<file path="config.mk">
export PLATFORM = sky130hd
export DESIGN_NAME = exu_control
export DESIGN_NICKNAME = d
export VERILOG_FILES = /design/src/rtl/exu_pkg.sv /design/src/rtl/exu_control.sv
export VERILOG_INCLUDE_DIRS = /design/src /design/src/rtl
export SDC_FILE = /design/constraint.sdc
export NUM_CORES = 1
export LEC_CHECK = 0
export BUFFER_PORTS_ARGS = -buffer_cell sky130_fd_sc_hd__buf_2
export CAP_MARGIN = 20
export CORE_AREA = 5 5 398 400
export CTS_BUF_LIST = sky130_fd_sc_hd__clkbuf_4 sky130_fd_sc_hd__clkbuf_8 sky130_fd_sc_hd__clkbuf_16
export CTS_CLUSTER_DIAMETER = 80
export DETAILED_ROUTE_END_ITERATION = 12
export DIE_AREA = 0 0 403 405
export PLACE_DENSITY_LB_ADDON = 0.05
export SKIP_LAST_GASP = 1
export SLEW_MARGIN = 20
export SYNTH_ARGS = -nofsm -noshare
export SYNTH_HDL_FRONTEND = slang
export SYNTH_SLANG_ARGS = --single-unit
</file>
<file path="constraint.sdc">
create_clock -name clk -period 11.3 [get_ports clk]
set_input_delay 1.13 -clock clk [delete_from_list [all_inputs] [get_ports clk]]
set_output_delay 1.13 -clock clk [all_outputs]
set_load 0.005 [all_outputs]
</file>
<file path="src/rtl/exu_settings.svh">
`ifndef EXU_SETTINGS_SVH
`define EXU_SETTINGS_SVH

// data and address width
`define EXU_XLEN 64

// general register file
`define EXU_REG_COUNT 32
`define EXU_REG_BITS 5

`endif

</file>
<file path="src/rtl/exu_pkg.sv">
`default_nettype none

`include "exu_settings.svh"

package exu_pkg;

    // control decodes by ranges, keep each group contiguous
    typedef enum logic [5:0] {
        OP_ADD, OP_SUB, OP_SLL, OP_SLT, OP_SLTU, OP_XOR, OP_SRL, OP_SRA, OP_OR, OP_AND,
        OP_ADDI, OP_SLTI, OP_SLTIU, OP_XORI, OP_ORI, OP_ANDI, OP_SLLI, OP_SRLI, OP_SRAI,
        OP_ADDW, OP_SUBW, OP_SLLW, OP_SRLW, OP_SRAW,
        OP_ADDIW, OP_SLLIW, OP_SRLIW, OP_SRAIW,
        OP_LUI, OP_AUIPC, OP_JAL, OP_JALR,
        OP_BEQ, OP_BNE, OP_BLT, OP_BGE, OP_BLTU, OP_BGEU,
        OP_LB, OP_LH, OP_LW, OP_LD, OP_LBU, OP_LHU, OP_LWU,
        OP_SB, OP_SH, OP_SW, OP_SD
    } exu_op_e;

    typedef enum logic [3:0] {
        ADD, SUB, SLT, SLTU, AND, OR, XOR, SLL, SRL, SRA, SLLW, SRLW, SRAW
    } alu_mode_e;

    // imm already selected by decode, shamt for shift-immediates
    typedef struct packed {
        exu_op_e                  op;
        logic [`EXU_REG_BITS-1:0] rd;
        logic [`EXU_REG_BITS-1:0] rs1;
        logic [`EXU_REG_BITS-1:0] rs2;
        logic [`EXU_XLEN-1:0]     imm;
        logic [`EXU_XLEN-1:0]     pc;
    } issue_t;

    typedef struct packed {
        logic                     wen;
        logic [`EXU_REG_BITS-1:0] rd;
        logic [`EXU_XLEN-1:0]     wdata;
        logic [`EXU_XLEN-1:0]     dnpc;
    } commit_t;

    typedef struct packed {
        logic                 we;
        logic [`EXU_XLEN-1:0] adr;
        logic [`EXU_XLEN-1:0] dat_w;
        logic [7:0]           sel;
    } mem_req_t;

    typedef struct packed {
        logic [`EXU_XLEN-1:0] dat_r;
        logic                 ack;
    } wb_rsp_t;

endpackage

`default_nettype wire

</file>
<file path="src/rtl/exu_control.sv">
`timescale 1ns/1ns
`default_nettype none

`include "exu_settings.svh"

module exu_control
    import exu_pkg::*;
(
    input  logic                     clk,
    input  logic                     reset,
    input  logic                     issue_valid,
    input  issue_t                   issue,
    output logic                     issue_ready,
    output logic [`EXU_REG_BITS-1:0] rs1_idx,
    output logic [`EXU_REG_BITS-1:0] rs2_idx,
    input  logic [`EXU_XLEN-1:0]     src1,
    input  logic [`EXU_XLEN-1:0]     src2,
    output exu_op_e                  op,
    output logic [`EXU_XLEN-1:0]     pc,
    output logic [`EXU_XLEN-1:0]     imm,
    output alu_mode_e                alu_mode,
    output logic [`EXU_XLEN-1:0]     alu_a,
    output logic [`EXU_XLEN-1:0]     alu_b,
    input  logic [`EXU_XLEN-1:0]     alu_y,
    input  logic [`EXU_XLEN-1:0]     dnpc,
    input  logic [`EXU_XLEN-1:0]     load_value,
    output logic                     reg_wen,
    output logic [`EXU_REG_BITS-1:0] reg_rd,
    output logic [`EXU_XLEN-1:0]     reg_wdata,
    output logic                     wb_cyc,
    output logic                     wb_stb,
    output logic [`EXU_XLEN-1:0]     mem_adr,
    output logic                     mem_store,
    input  logic                     wb_ack,
    output logic                     commit_valid,
    output commit_t                  commit
);

    typedef enum logic [1:0] {IDLE, EXEC, BUS, DONE} state_e;

    state_e state;
    issue_t inst;
    logic   accept;
    logic   finish;
    logic   is_load;
    logic   is_store;
    logic   writes_rd;

    assign issue_ready = (state == IDLE) || (state == DONE);
    assign accept      = issue_valid && issue_ready;
    // EXEC takes one cycle, BUS waits for the slave
    assign finish      = (state == EXEC) || ((state == BUS) && wb_ack);

    assign is_load   = inst.op inside {[OP_LB:OP_LWU]};
    assign is_store  = inst.op inside {[OP_SB:OP_SD]};
    assign writes_rd = !is_store && !(inst.op inside {[OP_BEQ:OP_BGEU]});

    always_ff @(posedge clk) begin
        if (reset) begin
            state        <= IDLE;
            commit_valid <= 1'b0;
        end else begin
            commit_valid <= finish;
            case (state)
                EXEC: state <= DONE;
                BUS: begin
                    if (wb_ack) begin
                        state <= DONE;
                    end
                end
                default: begin
                    if (accept) begin
                        state <= (issue.op inside {[OP_LB:OP_SD]}) ? BUS : EXEC;
                    end else begin
                        state <= IDLE;
                    end
                end
            endcase
        end
    end

    always_ff @(posedge clk) begin
        if (accept) begin
            inst <= issue;
        end
        if (finish) begin
            commit <= '{wen: reg_wen, rd: inst.rd, wdata: reg_wdata, dnpc: dnpc};
        end
    end

    assign op      = inst.op;
    assign pc      = inst.pc;
    assign imm     = inst.imm;
    assign rs1_idx = inst.rs1;
    assign rs2_idx = inst.rs2;

    // operand steering
    assign alu_a = (inst.op inside {OP_AUIPC, OP_JAL}) ? inst.pc : src1;
    assign alu_b = (inst.op inside {[OP_ADD:OP_AND], [OP_ADDW:OP_SRAW]}) ? src2 : inst.imm;

    always_comb begin
        case (inst.op)
            OP_SUB, OP_SUBW:   alu_mode = SUB;
            OP_SLT, OP_SLTI:   alu_mode = SLT;
            OP_SLTU, OP_SLTIU: alu_mode = SLTU;
            OP_AND, OP_ANDI:   alu_mode = AND;
            OP_OR, OP_ORI:     alu_mode = OR;
            OP_XOR, OP_XORI:   alu_mode = XOR;
            OP_SLL, OP_SLLI:   alu_mode = SLL;
            OP_SRL, OP_SRLI:   alu_mode = SRL;
            OP_SRA, OP_SRAI:   alu_mode = SRA;
            OP_SLLW, OP_SLLIW: alu_mode = SLLW;
            OP_SRLW, OP_SRLIW: alu_mode = SRLW;
            OP_SRAW, OP_SRAIW: alu_mode = SRAW;
            default:           alu_mode = ADD;
        endcase
    end

    always_comb begin
        if (is_load) begin
            reg_wdata = load_value;
        end else if (inst.op inside {[OP_ADDW:OP_SRAIW]}) begin
            reg_wdata = `EXU_XLEN'($signed(alu_y[31:0]));
        end else if (inst.op == OP_LUI) begin
            reg_wdata = inst.imm;
        end else if (inst.op inside {OP_JAL, OP_JALR}) begin
            reg_wdata = inst.pc + `EXU_XLEN'(4);
        end else begin
            reg_wdata = alu_y;
        end
    end

    assign reg_wen = finish && writes_rd && (inst.rd != '0);
    assign reg_rd  = inst.rd;

    assign wb_cyc    = (state == BUS);
    assign wb_stb    = (state == BUS);
    assign mem_adr   = alu_y;
    assign mem_store = is_store;

    // request held until the slave acks
    a_wb_hold: assert property (@(posedge clk) disable iff (reset)
        (wb_stb && !wb_ack) |=> (wb_cyc && wb_stb && $stable(mem_adr) && $stable(mem_store)));

    // bus cycles only for loads and stores
    a_bus_only_mem: assert property (@(posedge clk) disable iff (reset)
        wb_cyc |-> (is_load || is_store));

    // lane logic only handles accesses inside one doubleword
    a_no_cross: assert property (@(posedge clk) disable iff (reset)
        wb_cyc |-> ((inst.op inside {OP_LB, OP_LBU, OP_SB})
                || ((inst.op inside {OP_LH, OP_LHU, OP_SH}) && (mem_adr[2:0] != 3'd7))
                || ((inst.op inside {OP_LW, OP_LWU, OP_SW}) && (mem_adr[2:0] <= 3'd4))
                || (mem_adr[2:0] == 3'd0)));

endmodule

`default_nettype wire

</file>
# == Word-level counts from Yosys, hierarchy flattened ==
# Memory sizes are Yosys's and may differ from the RTL's. A register that Yosys moved wholly into a read port is not among the register bits.
# Cells that the tools add are included.
# word_totals
reg_bits,286
latch_bits,0
ram_bits,0
rom_bits,128
inputBits,473
output_inout_bits,549
word_cells,68
memories,1
# op_classes
add_sub_neg,1
mul,0
div,0
order_cmp,13
eq_ne,8
n_shift,0
n_mux,12
n_bitwise,0
n_reduce_logical,21
# mem_list
memory,words,width,rd,rd_ports_with_merged_regs,wr,line,rtl
(no name shown),32,4,1,1,0,exu_control.sv:102,case (inst.op)
# ops
cell,n
$mux 64,6
$add 64x3->64 const B,1
$eq 6x5->1 const B,4
$ge 6x6->1 const B,4
$le 6x6->1 const B,4
$le 6x5->1 const B,2
$logic_and 1x1->1,12
$ge 6x1->1 const B,1
$ge 6x5->1 const B,1
$le 6x4->1 const B,1
$mux 2,3
$reduce_bool 2->1,3
$mux 5,1
$reduce_bool 5->1,1
$eq 2x2->1 const B,2
$mux 4,1
$pmux 2 s2,1
$eq 2x1->1 const B,1
$logic_not 1->1,2
$logic_not 2->1,1
$logic_or 1x1->1,2
$ne 2x1->1 const B,1

# == Depth between registers and ports, before layout ==
# Gate-level depths: netlist of run 1.
# depth
ltp_word,6
mapped_depth,10
depth_no_buf,10

# == Worst setup path after synthesis of run 1 ==
# Ideal clock, no wire load.
# synth_path
path_kind,in2reg
startpoint,input issue_valid
endpoint,"register inst, in the netlist imm[0] (enable)"
arrival_time_ns,4.217
required_ns,10.799
path_slack_ns,6.582
stages,2
path_buffers,0
path_cell_list,nand2_1 -> inv_1
# synth_between
elab_chain_len,1
# synth_lines
item,line,rtl
from (decl),exu_control.sv:11,"input logic issue_valid,"
$logic_and 1x1->1,exu_control.sv:50,assign accept = issue_valid && issue_ready;
via accept,exu_control.sv:43,logic accept;
to (signal assigned),exu_control.sv:84,inst <= issue;
to (decl),exu_control.sv:42,issue_t inst;
# The timed path passes the listed nets, and every way through them passes these cells.
# A chain may end at the register's enable or synchronous reset.

# == Worst setup path after layout of run 1 ==
# layout_path
startpoint,"register inst, in the netlist pc[5]"
endpoint,output reg_wdata[49]
# layout_between
elab_chain_len,5
# layout_lines
item,line,rtl
$add 64x3->64,exu_control.sv:127,reg_wdata = inst.pc + `EXU_XLEN'(4);
$mux 64,exu_control.sv:126,"end else if (inst.op inside {OP_JAL, OP_JALR}) begin"
$mux 64,exu_control.sv:124,end else if (inst.op == OP_LUI) begin
$mux 64,exu_control.sv:122,end else if (inst.op inside {[OP_ADDW:OP_SRAIW]}) begin
$mux 64,exu_control.sv:120,if (is_load) begin
to (decl),exu_control.sv:29,"output logic [`EXU_XLEN-1:0] reg_wdata,"
# Every way passes these cells.

==> impl_metrics.env, run 1 <==
export IMPL_fp_coreArea_sq_mm=0.155
export IMPL_overflow=0
export IMPL_grt_pass1_wl_mm=150
export IMPL_max_freq_mhz=187
export IMPL_grt_max_degree=53
export IMPL_clock_latency_ns=0.64
export IMPL_grt_pass1_vias=14900
export IMPL_clk_pin_slew_worst_paths_ns=0.06
export IMPL_viasPerCell=3.34
export IMPL_drt_iter0_markers=680
export IMPL_area_growth_pct=62.3
export IMPL_cp_required_ns=10.17
export IMPL_hpwl_mm=98.8
export IMPL_drive_above_1_share_pct=61.0
export IMPL_layout_commonest_cell="buf_2"
export IMPL_port_buffers=1021
export IMPL_min_period_ns=5.34
export IMPL_dp_slack_ns=6.31
export IMPL_slew_violations=0
export IMPL_wl_per_cell_um=28.4
export IMPL_gp_congestion=0.753
export IMPL_critPathKind="reg -> out"
export IMPL_synth_edf_count=283
export IMPL_power_leakage_nw=9.34
export IMPL_dpl_cell_area_sq_mm=0.0216
export IMPL_initial_core_util_pct=9.32
export IMPL_ys_flop_type="edfxtp_1"
export IMPL_layout_common_cells="buf_2 (1,021), edfxtp_1 (283), mux2_2 (129)"
export IMPL_finClkSkew_ns=0.0322
export IMPL_yosysTopAreaCell="edfxtp_1"
export IMPL_holdBufCountCts=0
export IMPL_placedCellCount=4089
export IMPL_cts_tree="built"
export IMPL_finalCritPeriodShare_pct=47.2
export IMPL_vias=14000
export IMPL_synth_area_leaders="edfxtp_1 (59%), mux2_2 (10%), buf_4 (3.4%)"
export IMPL_yosysWarnings=0
export IMPL_cp_max_fo=7
export IMPL_max_cap_violations=0
export IMPL_powerDensity_mw_per_mm2=216
export IMPL_crit_slowest_cell="nor2_1"
export IMPL_status="finished, final reports clean"
export IMPL_syn_nets=1594
export IMPL_dr_pass1_iters=5
export IMPL_syn_inst=1112
export IMPL_arrival_ns=4.21
export IMPL_critPathLaunchType="flip-flop"
export IMPL_post_route_drc_count=0
export IMPL_path_cells="nand4_2 -> nor2_1 -> nand4_1 -> o21a_1 -> o21ai_0 -> a21oi_1 -> buf_2"
export IMPL_end_kind="primary output"
export IMPL_wl_mm=119
export IMPL_cts_resized=0
export IMPL_tightest_slew_ns=0.907
export IMPL_final_antenna_net_count=0
export IMPL_antenna_found_initial=74
export IMPL_num_rows=145
export IMPL_clock_path_buffers=3
export IMPL_fillerInstances=17600
export IMPL_chipHeight_um=405
export IMPL_pin_count=1022
export IMPL_root_buffer="clkbuf_16"
export IMPL_final_area_sq_mm=0.0234
export IMPL_synthDominantCellAreaShare_pct=58.9
export IMPL_track_usage_pct=13.8
export IMPL_rsz0062_at_grt="false"
export IMPL_slowest_delay_ns=0.71
export IMPL_ys_seq_elements=290
export IMPL_synth_avg_cell_area_sq_um=13.0
export IMPL_setup_ws_ns=5.96
export IMPL_fp_dieW_um=403
export IMPL_ir_drop_v=0.000104
export IMPL_netlist_area_sq_mm=0.0144
export IMPL_fin_nets=2566
export IMPL_instances_no_fill=4199
export IMPL_finalHoldViolations=0
export IMPL_cts_sinks=290
export IMPL_yosysUniqueCellTypes=63
export IMPL_finalPower_mw=5.05
export IMPL_setup_tns_ns=0
export IMPL_die_area_sq_mm=0.163
export IMPL_setup_viol=0
export IMPL_ys_async_sr_fraction_pct=0
export IMPL_min_path_type="reg -> reg"
export IMPL_cts_buffers=51
export IMPL_postCtsSetupBuffers=0
export IMPL_cts_htree_levels=2
export IMPL_relSlewSlack_pct=39.5
export IMPL_yosysSeqAreaShare_pct=59.8
-- path summary, 6_finish.rpt --
kind / end / from / slack (ns) / cells past startpoint
worst max-delay path: reg_wdata[49] / pc[5] / 5.96 / 7
worst min-delay path: commit[132] / reg_rd[4] / 0.47 / 0
worst max register to register: commit[113] / pc[5] / 7.58 / 6
worst min register to register: commit[132] / reg_rd[4] / 0.47 / 0
-- power by group --
part	total (mW)	switching [mW]	leakage, nW	internal [mW]
registers	1.82	0.235	2.74	1.58
logic	1.58	1.00	5.74	0.582
clock network	1.65	0.637	0.856	1.01
-- Yosys cell counts, types with 3 or more instances --
| library cell | count |
|---|---|
| a211oi_1 | 18 |
| a21o_1 | 3 |
| a21oi_1 | 41 |
| a221oi_1 | 27 |
| a22o_1 | 3 |
| a31oi_1 | 3 |
| and2_1 | 4 |
| and3_1 | 4 |
| and4_1 | 6 |
| buf_2 | 17 |
| buf_4 | 65 |
| clkbuf_1 | 37 |
| dfxtp_1 | 7 |
| edfxtp_1 | 283 |
| ha_1 | 9 |
| inv_1 | 14 |
| mux2_2 | 129 |
| mux2i_1 | 7 |
| nand2_1 | 67 |
| nand2b_1 | 5 |
| nand3_1 | 22 |
| nand4_1 | 25 |
| nor2_1 | 68 |
| nor2b_1 | 7 |
| nor3_1 | 22 |
| nor4_1 | 15 |
| nor4_2 | 3 |
| o21a_1 | 10 |
| o21ai_0 | 43 |
| o21ai_1 | 4 |
| o221ai_1 | 13 |
| o22ai_1 | 26 |
| o31a_1 | 13 |
| o31ai_1 | 5 |
| or2_2 | 5 |
| or4_1 | 4 |
| xnor2_1 | 23 |
| xor2_1 | 17 |
-- final cells by class --
cell class                 count  area, sq um  share of cell area, %
sequential                   290         8640                   36.9
timing repair buffer        1042         5280                   22.5
multi-input combinational    685         5080                   21.7
tap                         2058         2570                   11.0
clock buffer                  63         1390                   5.94
clock inverter                29          357                   1.52
inverter                      14         65.1                  0.278
antenna                       18         45.0                  0.192
-- worst max-delay path: cells and delay by family (launching register included) --
kind,cells,cell delay (ns)
flip-flops,1,0.49
buffers and inverters,1,0.17
AO/OA/AOI/OAI,3,1.15
AND/OR/NAND/NOR,3,1.74
-- metrics by stage --
| stage | hold WS [ns] | util (%) |
|---|---|---|
| final | 0.475 | 15.1 |
| after CTS | 0.472 | 15.1 |
| after floorplan | 0.466 | - |
| after global placement | 0.455 | 13.9 |
| after detailed placement | 0.455 | 14.0 |
| after global routing | 0.501 | 15.1 |
-- sequential cells by signal, indices dropped and copies added, names as in the netlist, named ones only --
signal        cells
rs2_idx           5
imm              64
reg_rd            5
pc               64
state             2
commit          134
rs1_idx           5
commit_valid      1
op                6
-- cell families (layout without fill, tap and decap cells) --
| logic type | Yosys count | count (layout) | share of synthesized area (%) |
|---|---|---|---|
| flip-flops | 290 | 290 | 59.8 |
| AND/OR/NAND/NOR | 279 | 279 | 10.5 |
| AO/OA/AOI/OAI | 219 | 219 | 10.2 |
| multiplexers | 138 | 138 | 10.8 |
| buffers and inverters | 137 | 1148 | 5.51 |
| XOR/XNOR | 40 | 40 | 2.43 |
| adder cells (fa/ha/maj) | 9 | 9 | 0.780 |
| other | 0 | 18 | 0 |
-- layer usage --
| metal | GRT usage, % | vias to the layer above | routed length [um] |
|---|---|---|---|
| met3 | 5.06 | 174 | 10300 |
| met2 | 25.6 | 732 | 62200 |
| li1 | - | 6254 | - |
| met5 | 0 | - | 133 |
| met1 | 15.0 | 6843 | 44100 |
| met4 | 2.87 | 22 | 2410 |
Note: power is estimated with default switching activity, not from simulation.
==> inputs of run 2 (changes only) <==
==> constraint.sdc (replaced) <==
create_clock -name clk -period 5 [get_ports clk]
set_input_delay 0.5 -clock clk [delete_from_list [all_inputs] [get_ports clk]]
set_output_delay 0.5 -clock clk [all_outputs]
set_load 0.005 [all_outputs]
==> impl_metrics.env, run 2 (same netlist as run 1, synthesis figures left out) <==
export IMPL_clk_pin_slew_worst_paths_ns=0.06
export IMPL_slew_violations=0
export IMPL_clock_latency_ns=0.63
export IMPL_hold_ws_ns=0.0674
export IMPL_die_area_sq_mm=0.163
export IMPL_setup_tns_ns=0
export IMPL_setup_ws_ns=0.455
export IMPL_wl_per_cell_um=27.3
export IMPL_initial_core_util_pct=9.32
export IMPL_tightest_slew_ns=1.09
export IMPL_overflow=0
export IMPL_max_flop_register="commit"
export IMPL_area_growth_pct=75.5
export IMPL_layout_commonest_cell="buf_2"
export IMPL_crit_slowest_cell="edfxtp_1"
export IMPL_setup_viol=0
export IMPL_largest_reg_flops=134
export IMPL_cp_max_fo=21
export IMPL_grt_pass1_vias=15700
export IMPL_wl_mm=120
export IMPL_post_route_drc_count=0
export IMPL_dp_slack_ns=0.653
export IMPL_critPathKind="reg -> out"
export IMPL_root_buffer="clkbuf_16"
export IMPL_relSlewSlack_pct=27.2
export IMPL_arrival_ns=4.05
export IMPL_grt_pass1_wl_mm=153
export IMPL_max_freq_mhz=220
export IMPL_chipHeight_um=405
export IMPL_viasPerCell=3.37
export IMPL_min_path_type="in -> reg"
export IMPL_ir_drop_v=0.000224
export IMPL_track_usage_pct=13.9
export IMPL_postCtsSetupBuffers=0
export IMPL_fin_nets=2778
export IMPL_path_cells="nand4b_1 -> o22a_4 -> nand2_2 -> buf_4 -> nor3_1 -> a211oi_1 -> buf_2"
export IMPL_final_antenna_net_count=0
export IMPL_end_kind="primary output"
export IMPL_power_leakage_nw=10.2
export IMPL_cp_required_ns=4.50
export IMPL_cts_sinks=290
export IMPL_fillerInstances=17600
export IMPL_num_rows=145
export IMPL_grt_max_degree=88
export IMPL_fp_coreArea_sq_mm=0.155
export IMPL_drive_above_1_share_pct=56.2
export IMPL_vias=14900
export IMPL_max_cap_violations=0
export IMPL_finalHoldViolations=0
export IMPL_status="finished, final reports clean"
export IMPL_drt_iter0_markers=664
export IMPL_cts_tree="built"
export IMPL_placedCellCount=4114
export IMPL_min_period_ns=4.55
export IMPL_finalCritPeriodShare_pct=90.9
export IMPL_multiInputGateArea_sq_mm=0.00508
export IMPL_dpl_cell_area_sq_mm=0.0219
export IMPL_utilization_pct=16.4
export IMPL_powerDensity_mw_per_mm2=445
export IMPL_critPathLaunchType="flip-flop"
export IMPL_pin_count=1022
export IMPL_port_buffers=1021
export IMPL_instances_no_fill=4406
export IMPL_final_area_sq_mm=0.0253
export IMPL_fp_dieW_um=403
export IMPL_cts_htree_levels=2
export IMPL_hpwl_mm=98.6
export IMPL_slowest_delay_ns=0.68
export IMPL_layout_common_cells="buf_2 (1,021), edfxtp_1 (283), dlygate4sd3_1 (187)"
export IMPL_cts_buffers=51
export IMPL_seq_area_sq_mm=0.00864
export IMPL_finalPower_mw=11.3
export IMPL_finClkSkew_ns=0.0308
export IMPL_rsz0062_at_grt="false"
export IMPL_clock_path_buffers=3
export IMPL_dr_pass1_iters=5
export IMPL_gp_congestion=0.757
export IMPL_antenna_found_initial=60
## run 2: layout make-up
class,count,area share [%]
Antenna cell,14,0.138
Tap cell,2058,10.2
Multi-Input combinational cell,685,20.0
Timing Repair Buffer,1254,29.2
Sequential cell,290,34.1
Clock buffer,60,5.30
Inverter,14,0.257
Clock inverter,31,0.825
## run 2: critical path, delay by kind of cell, from the launching register on
kind                   cells  cell delay (ns)
AOI/OAI and AO/OA          2             1.15
and+or+nand+nor            3             0.95
DFF                        1             0.68
buffers and inverters      2             0.60
## run 2: repair_timing
item / CTS / global route
hold buffers: 187 / 0
setup endpoints to repair: 1 / 0
resized for setup: 1 / 0
hold endpoints to repair: 187 / 0
## run 2: power breakdown
group,switching (mW),internal [mW],total (mW)
registers,0.524,3.58,4.10
clock network,1.40,1.96,3.37
logic,2.34,1.47,3.81
total,4.27,7.00,11.3
## run 2: layer usage
metal | GRT usage (%) | vias to the layer above | share of wire, %
met5 | 0 | - | 0.14
met4 | 3.91 | 26 | 2.7
met3 | 4.81 | 171 | 8.1
met2 | 25.0 | 721 | 51
met1 | 15.4 | 7258 | 38
li1 | - | 6677 | -
## run 2: final timing paths
path         startpoint  cells past startpoint             to  slack (ns)
max               op[1]                      7  reg_wdata[36]        0.45
min           issue[45]                      1         pc[45]        0.07
max reg2reg       op[1]                      6    commit[100]        1.46
min reg2reg   reg_rd[1]                      0    commit[129]        0.47
